==> config.mk <==
export PLATFORM = sky130hd
export DESIGN_NAME = writeback_unit
export DESIGN_NICKNAME = d
export VERILOG_FILES = /design/src/design/wb_types_pkg.sv /design/src/design/wb_src_pkg.sv /design/src/design/wb_req_if.sv /design/src/design/wb_retire_if.sv /design/src/design/inflight_table.sv /design/src/design/same_cycle_check.sv /design/src/design/wb_arbiter.sv /design/src/design/writeback_unit.sv
export SDC_FILE = /design/constraint.sdc
export NUM_CORES = 1
export LEC_CHECK = 0
export BUFFER_PORTS_ARGS = -buffer_cell sky130_fd_sc_hd__buf_2
export CELL_PAD_IN_SITES_DETAIL_PLACEMENT = 1
export CELL_PAD_IN_SITES_GLOBAL_PLACEMENT = 2
export CORE_ASPECT_RATIO = 0.9
export CORE_UTILIZATION = 36
export DETAILED_ROUTE_END_ITERATION = 8
export PLACE_DENSITY = 0.8
export SYNTH_ARGS = -nofsm -noshare
export SYNTH_HDL_FRONTEND = slang
export SYNTH_SLANG_ARGS = --single-unit
==> constraint.sdc <==
create_clock -name clk -period 7.02 [get_ports clk]
set_input_delay 0.702 -clock clk [delete_from_list [all_inputs] [get_ports clk]]
set_output_delay 0.702 -clock clk [all_outputs]
set_load 0.02 [all_outputs]
==> src/design/wb_types_pkg.sv <==
// write-back data path types

package wb_types_pkg;

    // ==============================
    // field widths
    // ==============================

    // register file data word
    localparam int REG_DATA_W = 32;

    // architectural register index, zero is "no destination"
    localparam int REG_ADDR_W = 5;

    // tag handed back to the hazard logic on completion
    localparam int COMMIT_ID_W = 4;

    // program-order stamp, smaller is older, no wrap handling
    localparam int TS_W = 8;

    // ==============================
    // vector types
    // ==============================

    typedef logic [REG_DATA_W-1:0] reg_data_t;

    typedef logic [REG_ADDR_W-1:0] reg_addr_t;

    typedef logic [COMMIT_ID_W-1:0] commit_id_t;

    typedef logic [TS_W-1:0] timestamp_t;

    // the x0 index doubles as the empty issue slot
    localparam reg_addr_t REG_NONE = '0;

endpackage

==> src/design/wb_src_pkg.sv <==
// execution source identities

package wb_src_pkg;

    // lsu, div, mul and alu
    localparam int N_SRC = 4;

    localparam int SRC_IDX_W = $clog2(N_SRC);

    // encoding is also the fixed priority, higher value wins
    typedef enum logic [SRC_IDX_W-1:0] {
        SRC_ALU = 0,
        SRC_MUL = 1,
        SRC_DIV = 2,
        SRC_LSU = 3
    } src_e;

    // one bit per source, indexed by src_e
    typedef logic [N_SRC-1:0] src_vec_t;

    // highest priority source, where the arbiter starts its scan
    localparam src_e SRC_TOP = SRC_LSU;

endpackage

==> src/design/wb_req_if.sv <==
// source write-back requests
`timescale 1ns/1ps

interface wb_req_if;

    import wb_types_pkg::*;
    import wb_src_pkg::*;

    // request level per source, held until ready
    src_vec_t                   we;
    reg_addr_t  [N_SRC-1:0]     waddr;
    timestamp_t [N_SRC-1:0]     ts;
    reg_data_t  [N_SRC-1:0]     wdata;
    commit_id_t [N_SRC-1:0]     commit_id;

    // in-flight lookup only needs the hazard fields
    modport table_mp (
        input we,
        input waddr,
        input ts
    );

    // same-cycle compare
    modport check_mp (
        input we,
        input waddr,
        input ts
    );

    // arbiter forwards payload to the register ports
    modport arb_mp (
        input we,
        input waddr,
        input ts,
        input wdata,
        input commit_id
    );

endinterface

==> src/design/wb_retire_if.sv <==
// granted writes fed back to the in-flight table
`timescale 1ns/1ps

interface wb_retire_if;

    import wb_types_pkg::*;

    // index 0 is channel 1, index 1 is channel 2
    logic       [1:0] valid;
    reg_addr_t  [1:0] waddr;
    timestamp_t [1:0] ts;

    modport arb_mp (
        output valid,
        output waddr,
        output ts
    );

    modport table_mp (
        input valid,
        input waddr,
        input ts
    );

endinterface

==> src/design/inflight_table.sv <==
// in-flight destination table
`timescale 1ns/1ps

module inflight_table #(
    parameter int TABLE_DEPTH = 8
) (
    input  logic                    clk,
    input  logic                    rst_n,
    input  logic                    flush_i,
    input  wb_types_pkg::reg_addr_t inst1_rd_addr_i,
    input  wb_types_pkg::reg_addr_t inst2_rd_addr_i,
    input  wb_types_pkg::timestamp_t inst1_ts_i,
    input  wb_types_pkg::timestamp_t inst2_ts_i,
    wb_req_if.table_mp              req,
    wb_retire_if.table_mp           retire,
    output wb_src_pkg::src_vec_t    older_pending_o
);

    import wb_types_pkg::*;
    import wb_src_pkg::*;

    logic       [TABLE_DEPTH-1:0] valid_q;
    reg_addr_t  [TABLE_DEPTH-1:0] addr_q;
    timestamp_t [TABLE_DEPTH-1:0] ts_q;

    // one-hot slot picks for the two announcements
    logic [TABLE_DEPTH-1:0] alloc1;
    logic [TABLE_DEPTH-1:0] alloc2;
    logic [TABLE_DEPTH-1:0] retire_hit;
    logic                   ann_drop;

    // ==============================
    // allocation
    // ==============================

    // inst1 gets the lowest free slot, inst2 the next one
    always_comb begin
        logic need1;
        logic need2;
        need1  = (inst1_rd_addr_i != REG_NONE);
        need2  = (inst2_rd_addr_i != REG_NONE);
        alloc1 = '0;
        alloc2 = '0;
        for (int e = 0; e < TABLE_DEPTH; e++) begin
            if (!valid_q[e]) begin
                if (need1) begin
                    alloc1[e] = 1'b1;
                    need1     = 1'b0;
                end else if (need2) begin
                    alloc2[e] = 1'b1;
                    need2     = 1'b0;
                end
            end
        end
        // table full, the leftover announcement is lost
        ann_drop = need1 || need2;
    end

    // an entry retires when address and stamp both match
    always_comb begin
        retire_hit = '0;
        for (int e = 0; e < TABLE_DEPTH; e++) begin
            for (int c = 0; c < 2; c++) begin
                if (valid_q[e] && retire.valid[c] &&
                    addr_q[e] == retire.waddr[c] && ts_q[e] == retire.ts[c]) begin
                    retire_hit[e] = 1'b1;
                end
            end
        end
    end

    // ==============================
    // table state
    // ==============================

    always_ff @(posedge clk or negedge rst_n) begin
        if (!rst_n) begin
            valid_q <= '0;
        end else if (flush_i) begin
            valid_q <= '0;
        end else begin
            valid_q <= (valid_q & ~retire_hit) | alloc1 | alloc2;
        end
    end

    always_ff @(posedge clk) begin
        for (int e = 0; e < TABLE_DEPTH; e++) begin
            if (alloc1[e]) begin
                addr_q[e] <= inst1_rd_addr_i;
                ts_q[e]   <= inst1_ts_i;
            end else if (alloc2[e]) begin
                addr_q[e] <= inst2_rd_addr_i;
                ts_q[e]   <= inst2_ts_i;
            end
        end
    end

    // ==============================
    // older write lookup
    // ==============================

    // the request's own entry has an equal stamp and never blocks it
    always_comb begin
        older_pending_o = '0;
        for (int s = 0; s < N_SRC; s++) begin
            for (int e = 0; e < TABLE_DEPTH; e++) begin
                if (req.we[s] && valid_q[e] &&
                    addr_q[e] == req.waddr[s] && ts_q[e] < req.ts[s]) begin
                    older_pending_o[s] = 1'b1;
                end
            end
        end
    end

    // issue must not announce more destinations than the table can hold
    a_no_drop: assert property (
        @(posedge clk) disable iff (!rst_n)
        !flush_i |-> !ann_drop
    ) else $error("inflight_table: announcement dropped, table full");

endmodule

==> src/design/same_cycle_check.sv <==
// same-cycle WAW detection
`timescale 1ns/1ps

module same_cycle_check (
    wb_req_if.check_mp           req,
    output wb_src_pkg::src_vec_t younger_lose_o
);

    import wb_src_pkg::*;

    // some unmarked requester to the same register exists
    src_vec_t has_winner;

    // younger of each same-register pair waits, a tie goes to priority
    always_comb begin
        younger_lose_o = '0;
        for (int i = 0; i < N_SRC; i++) begin
            for (int j = i + 1; j < N_SRC; j++) begin
                if (req.we[i] && req.we[j] && req.waddr[i] == req.waddr[j]) begin
                    if (req.ts[i] > req.ts[j]) begin
                        younger_lose_o[i] = 1'b1;
                    end else if (req.ts[j] > req.ts[i]) begin
                        younger_lose_o[j] = 1'b1;
                    end
                end
            end
        end
    end

    always_comb begin
        has_winner = '0;
        for (int i = 0; i < N_SRC; i++) begin
            for (int j = 0; j < N_SRC; j++) begin
                if (req.we[j] && !younger_lose_o[j] && req.waddr[i] == req.waddr[j]) begin
                    has_winner[i] = 1'b1;
                end
            end
        end
    end

    // the oldest writer of a register always stays eligible here
    always_comb begin
        a_oldest_kept: assert final ((req.we & ~has_winner) == '0)
            else $error("same_cycle_check: every writer of a register held back");
    end

endmodule

==> src/design/wb_arbiter.sv <==
// two-port write-back arbiter
`timescale 1ns/1ps

module wb_arbiter (
    input  logic                      flush_i,
    wb_req_if.arb_mp                  req,
    input  wb_src_pkg::src_vec_t      older_pending_i,
    input  wb_src_pkg::src_vec_t      younger_lose_i,
    wb_retire_if.arb_mp               retire,
    output wb_src_pkg::src_vec_t      ready_o,
    output logic                      reg1_we_o,
    output logic                      reg2_we_o,
    output wb_types_pkg::reg_addr_t   reg1_waddr_o,
    output wb_types_pkg::reg_addr_t   reg2_waddr_o,
    output wb_types_pkg::reg_data_t   reg1_wdata_o,
    output wb_types_pkg::reg_data_t   reg2_wdata_o,
    output logic                      commit_valid1_o,
    output logic                      commit_valid2_o,
    output wb_types_pkg::commit_id_t  commit_id1_o,
    output wb_types_pkg::commit_id_t  commit_id2_o
);

    import wb_types_pkg::*;
    import wb_src_pkg::*;

    src_vec_t eligible;
    src_e     sel1;
    src_e     sel2;
    logic     found1;
    logic     found2;
    logic     grant1;
    logic     grant2;

    // ==============================
    // selection
    // ==============================

    assign eligible = req.we & ~older_pending_i & ~younger_lose_i;

    // scan from lsu down, first hit is channel 1, second is channel 2
    always_comb begin
        found1 = 1'b0;
        found2 = 1'b0;
        sel1   = SRC_ALU;
        sel2   = SRC_ALU;
        for (int s = int'(SRC_TOP); s >= 0; s--) begin
            if (eligible[s]) begin
                if (!found1) begin
                    found1 = 1'b1;
                    sel1   = src_e'(s);
                end else if (!found2) begin
                    found2 = 1'b1;
                    sel2   = src_e'(s);
                end
            end
        end
    end

    // flush kills both channels outright
    assign grant1 = found1 && !flush_i;
    assign grant2 = found2 && !flush_i;

    // ready means consumed this cycle
    always_comb begin
        ready_o = '0;
        if (grant1) begin
            ready_o[sel1] = 1'b1;
        end
        if (grant2) begin
            ready_o[sel2] = 1'b1;
        end
    end

    // ==============================
    // register and commit ports
    // ==============================

    assign reg1_we_o       = grant1;
    assign reg1_waddr_o    = grant1 ? req.waddr[sel1] : '0;
    assign reg1_wdata_o    = grant1 ? req.wdata[sel1] : '0;
    assign commit_valid1_o = grant1;
    assign commit_id1_o    = grant1 ? req.commit_id[sel1] : '0;

    assign reg2_we_o       = grant2;
    assign reg2_waddr_o    = grant2 ? req.waddr[sel2] : '0;
    assign reg2_wdata_o    = grant2 ? req.wdata[sel2] : '0;
    assign commit_valid2_o = grant2;
    assign commit_id2_o    = grant2 ? req.commit_id[sel2] : '0;

    // table clears the matching entries at the next edge
    assign retire.valid = {grant2, grant1};
    assign retire.waddr = {reg2_waddr_o, reg1_waddr_o};
    assign retire.ts    = {grant2 ? req.ts[sel2] : '0, grant1 ? req.ts[sel1] : '0};

    // both ports on one register only for an equal-stamp tie
    always_comb begin
        a_port_waw: assert final (!(reg1_we_o && reg2_we_o &&
                                    reg1_waddr_o == reg2_waddr_o) ||
                                  retire.ts[0] == retire.ts[1])
            else $error("wb_arbiter: both ports write one register out of order");
    end

endmodule

==> src/design/writeback_unit.sv <==
// dual-port register write-back stage
`timescale 1ns/1ps

module writeback_unit #(
    parameter int TABLE_DEPTH = 8
) (
    input  logic                                               clk,
    input  logic                                               rst_n,
    input  logic                                               flush_i,
    // execution sources
    input  wb_src_pkg::src_vec_t                               src_we_i,
    input  wb_types_pkg::reg_addr_t  [wb_src_pkg::N_SRC-1:0]   src_waddr_i,
    input  wb_types_pkg::timestamp_t [wb_src_pkg::N_SRC-1:0]   src_ts_i,
    input  wb_types_pkg::reg_data_t  [wb_src_pkg::N_SRC-1:0]   src_wdata_i,
    input  wb_types_pkg::commit_id_t [wb_src_pkg::N_SRC-1:0]   src_commit_id_i,
    output wb_src_pkg::src_vec_t                               src_ready_o,
    // issue announcements
    input  wb_types_pkg::reg_addr_t                            inst1_rd_addr_i,
    input  wb_types_pkg::reg_addr_t                            inst2_rd_addr_i,
    input  wb_types_pkg::timestamp_t                           inst1_ts_i,
    input  wb_types_pkg::timestamp_t                           inst2_ts_i,
    // register file ports
    output logic                                               reg1_we_o,
    output logic                                               reg2_we_o,
    output wb_types_pkg::reg_addr_t                            reg1_waddr_o,
    output wb_types_pkg::reg_addr_t                            reg2_waddr_o,
    output wb_types_pkg::reg_data_t                            reg1_wdata_o,
    output wb_types_pkg::reg_data_t                            reg2_wdata_o,
    // completion to hazard logic
    output logic                                               commit_valid1_o,
    output logic                                               commit_valid2_o,
    output wb_types_pkg::commit_id_t                           commit_id1_o,
    output wb_types_pkg::commit_id_t                           commit_id2_o
);

    import wb_src_pkg::*;

    src_vec_t older_pending;
    src_vec_t younger_lose;

    wb_req_if    req_bus ();
    wb_retire_if retire_bus ();

    assign req_bus.we        = src_we_i;
    assign req_bus.waddr     = src_waddr_i;
    assign req_bus.ts        = src_ts_i;
    assign req_bus.wdata     = src_wdata_i;
    assign req_bus.commit_id = src_commit_id_i;

    inflight_table #(
        .TABLE_DEPTH (TABLE_DEPTH)
    ) inflight_table_i (
        .clk             (clk),
        .rst_n           (rst_n),
        .flush_i         (flush_i),
        .inst1_rd_addr_i (inst1_rd_addr_i),
        .inst2_rd_addr_i (inst2_rd_addr_i),
        .inst1_ts_i      (inst1_ts_i),
        .inst2_ts_i      (inst2_ts_i),
        .req             (req_bus.table_mp),
        .retire          (retire_bus.table_mp),
        .older_pending_o (older_pending)
    );

    same_cycle_check same_cycle_check_i (
        .req            (req_bus.check_mp),
        .younger_lose_o (younger_lose)
    );

    wb_arbiter wb_arbiter_i (
        .flush_i         (flush_i),
        .req             (req_bus.arb_mp),
        .older_pending_i (older_pending),
        .younger_lose_i  (younger_lose),
        .retire          (retire_bus.arb_mp),
        .ready_o         (src_ready_o),
        .reg1_we_o       (reg1_we_o),
        .reg2_we_o       (reg2_we_o),
        .reg1_waddr_o    (reg1_waddr_o),
        .reg2_waddr_o    (reg2_waddr_o),
        .reg1_wdata_o    (reg1_wdata_o),
        .reg2_wdata_o    (reg2_wdata_o),
        .commit_valid1_o (commit_valid1_o),
        .commit_valid2_o (commit_valid2_o),
        .commit_id1_o    (commit_id1_o),
        .commit_id2_o    (commit_id2_o)
    );

endmodule

==> flow_metrics.env <==
export IMPL_cp_cell_sequence="buf_2 -> inv_1 -> ha_1 -> nand3_1 -> o221a_2 -> o31ai_1 -> nor2_1 -> a311oi_1 -> and3_1 -> inv_4 -> buf_4 -> a21oi_4 -> mux4_2 -> nand2b_1 -> o22ai_1 -> or3_1 -> o311ai_0 -> o2bb2ai_1"
export IMPL_wl_met3_um=22870
export IMPL_cp_slowest_cell="o311ai_0"
export IMPL_final_layout_size_suffix_gt1_frac=0.2802
export IMPL_cts_sinks=112
export IMPL_num_rows=82
export IMPL_synth_xor_area_share=0.1207
export IMPL_synth_compound_area_share=0.1861
export IMPL_cts_buffers=9
export IMPL_p_per_area_nw_per_um2=177.6
export IMPL_power_frac_clock=0.130
export IMPL_avgSynthCellArea_um2=8.920
export IMPL_required_ns=7.24
export IMPL_r2r_start="inflight_table_i.addr_q[25]"
export IMPL_finalWeightedCongestion=1.207
export IMPL_p_seq_frac=0.292
export IMPL_netlist_cell_type_count=101
export IMPL_outcome="finished, final reports clean"
export IMPL_cts_root_buf="clkbuf_16"
export IMPL_critPathKind="in -> reg"
export IMPL_multi_input_area_um2=15980
export IMPL_syn_inst=2294
export IMPL_cts_setup_buffers=0
export IMPL_rsz0062_at_grt="no"
export IMPL_timing_final_ws_setup_ns=0.2070
export IMPL_ys_flop_type="edfxtp_1"
export IMPL_start_util=0.3659
export IMPL_max_stage_delay_ns=0.94
export IMPL_synth_fp_nets=2796
export IMPL_min_period_over_period=0.9705
export IMPL_h_tree_depth=3
export IMPL_clock_latency_ns=0.37
export IMPL_drcViolationCount=0
export IMPL_fp_dieH_um=228.2
export IMPL_leakagePower_nw=10.12
export IMPL_power_switching_mw=2.268
export IMPL_rr_worst_depth=13
export IMPL_ir_worst_vdd_mv=0.2164
export IMPL_synth_fa_ha_area_frac=0.1674
export IMPL_skew_ns=0.009394
export IMPL_wl_met1_um=58100
export IMPL_drt_first_pass_iters=8
export IMPL_drtAntennaViolNets=0
export IMPL_hpwlAfterDp_um=115900
export IMPL_final_util=0.4359
export IMPL_muxShareOfSynthArea=0.1384
export IMPL_synth_edff_count=104
export IMPL_final_max_slew_viol_count=0
export IMPL_syn_area_um2=20460
export IMPL_cp_arrival_ns=7.04
export IMPL_p_sw_frac=0.5240
export IMPL_dpl_cell_area_um2=24020
export IMPL_dieArea_um2=57800
export IMPL_wl_met2_um=58220
export IMPL_final_area_um2=24370
export IMPL_setup_viol=0
export IMPL_highest_layer="met5"
export IMPL_core_um2=55920
export IMPL_cts_tree="done"
export IMPL_preCtsSetupSlack_ns=-0.06056
export IMPL_grt_overflow=0
export IMPL_grt_use_total=0.5092
export IMPL_min_path_type="in -> async"
export IMPL_slew_limit_headroom=0.09571
export IMPL_path_clk_slew_ns=0.08
export IMPL_synth_seq_cells=112
export IMPL_final_cell_mix="buf_2, ha_1, buf_4"
export IMPL_final_common_cell="buf_2"
export IMPL_io_buffers=318
export IMPL_start_kind="input port"
export IMPL_grt_pass1_wl_um=201800
export IMPL_tightest_slew_ns=1.349
export IMPL_fill_cells=6641
export IMPL_synth_top_area_share=0.1669
export IMPL_power_internal_mw=2.060
export IMPL_drt_total_wl_um=151200
export IMPL_max_freq_mhz=146.8
export IMPL_cts_buffer_depth=2
export IMPL_die_width_um=253.3
export IMPL_cp_max_fo=13
export IMPL_vias=24760
export IMPL_power_total_mw=4.329
export IMPL_critPathCaptureType="register"
export IMPL_synth_top_family_by_area="compound AO/OA/AOI/OAI gates"
export IMPL_syn_to_final_growth_pct=19.11
export IMPL_grt_max_degree=93
export IMPL_hold_violations=0
export IMPL_rrSetupSlack_ns=0.43
export IMPL_setup_tns_ns=0
export IMPL_yosys_warnings=0
export IMPL_cap_violations=0
export IMPL_regToRegEndpoint="inflight_table_i.valid_q[5]"
export IMPL_nNetsFinal=3170
export IMPL_grt_pass1_vias=23910
export IMPL_routedWlPerCell_um=43.90
export IMPL_io_pins=319
export IMPL_yosys_area_share_simple=0.1660
export IMPL_ys_async_sr_fraction=0.07143
export IMPL_yosys_top_cells_area="ha_1, edfxtp_1, xnor2_1"
export IMPL_antenna_found_initial=33
export IMPL_synth_top_area_cell="ha_1"
export IMPL_seq_area_um2=3323
export IMPL_comb_power_share=0.578
export IMPL_finalCriticalPeriod_ns=6.813
export IMPL_vias_per_cell=7.191
export IMPL_drtIter0Drc=3828
export IMPL_seq_area_frac_synth=0.1624
==> kinds of logic after synthesis <==
kind of cell / after synthesis
compound gates: 530
buf+inv: 270
flops: 112
mux: 203
simple gates: 623
xor+xnor: 282
fa+ha+maj: 274
==> metal layers <==
layer  GRT usage  vias up
met5           0        -
met2      0.6848     2172
met4      0.3178       22
met1      0.6578    12400
li1            -     9523
met3      0.2203      643
==> per-stage QoR <==
stage                     hold WS [ns]  std cells
after floorplan                 0.4064       2294
after global placement          0.5993       3412
after detailed placement        0.6046       3412
after CTS                       0.2096       3428
after global routing            0.2154       3430
final                           0.2158       3443
==> state kept, by name, indices dropped and copies added (netlist names) <==
signal,cells
inflight_table_i.valid_q,8
inflight_table_i.ts_q,64
inflight_table_i.addr_q,40
==> power groups by stage <==
| stage | Clock [mW] | Combinational, mW | Sequential (mW) |
|---|---|---|---|
| after floorplan | 0 | 1.39 | 0.920 |
| after global placement | 0 | 2.31 | 1.22 |
| after detailed placement | 0 | 2.37 | 1.22 |
| after CTS | 0.559 | 2.38 | 1.20 |
| after global routing | 0.579 | 2.57 | 1.22 |
| final | 0.564 | 2.50 | 1.26 |
==> repair_timing <==
item                       in CTS  in global routing
setup endpoints to repair       0                  1
hold endpoints to repair        0                  0
resized for setup               0                  0
hold buffers                    0                  0
==> how the worst max path moves through the flow <==
stage            startpoint  cells after the start                          end
2_1_floorplan  src_ts_i[26]                     18             reg2_wdata_o[28]
3_3_place_gp   src_ts_i[19]                     18  inflight_table_i.valid_q[5]
3_5_place_dp   src_ts_i[19]                     18  inflight_table_i.valid_q[5]
4_1_cts        src_ts_i[19]                     18  inflight_table_i.valid_q[5]
5_1_grt        src_ts_i[19]                     21             reg2_wdata_o[20]
6_report       src_ts_i[19]                     18  inflight_table_i.valid_q[5]
==> worst max-delay path: cells and delay by family <==
family / cells / cell delay (ns)
AOI/OAI and AO/OA: 7 / 3.02
and+or+nand+nor: 5 / 1.40
buffers and inverters: 4 / 0.87
muxes: 1 / 0.53
adders and majority gates: 1 / 0.49
==> Yosys cell counts, drive strengths merged (8+ instances only) <==
library cell / instances
a31oi: 13
nor3b: 18
xnor2: 176
inv: 85
and2: 80
a211oi: 98
a21oi: 94
buf: 91
o22ai: 10
a21o: 23
nor3: 34
clkbuf: 94
mux4: 54
nand2b: 19
o21bai: 11
a2111oi: 11
nor4: 40
nor2: 82
or4: 8
ha: 273
nand4: 74
nor2b: 25
o2bb2ai: 8
o2111ai: 27
mux2: 94
nand2: 119
o211ai: 30
dfrtp: 8
edfxtp: 104
mux2i: 55
o21ai: 91
xor2: 106
nand3: 79
o31ai: 9
and3: 11
==> area by class of cell <==
| cell class | instances | area share |
|---|---|---|
| Antenna cell | 14 | 0.001437 |
| Clock inverter | 6 | 0.003439 |
| Sequential cell | 112 | 0.1363 |
| Inverter | 85 | 0.01330 |
| Timing Repair Buffer | 547 | 0.1415 |
| Clock buffer | 10 | 0.009394 |
| Multi-Input combinational cell | 1913 | 0.6558 |
| Tap cell | 756 | 0.03881 |
(Power assumes the default switching activity.)
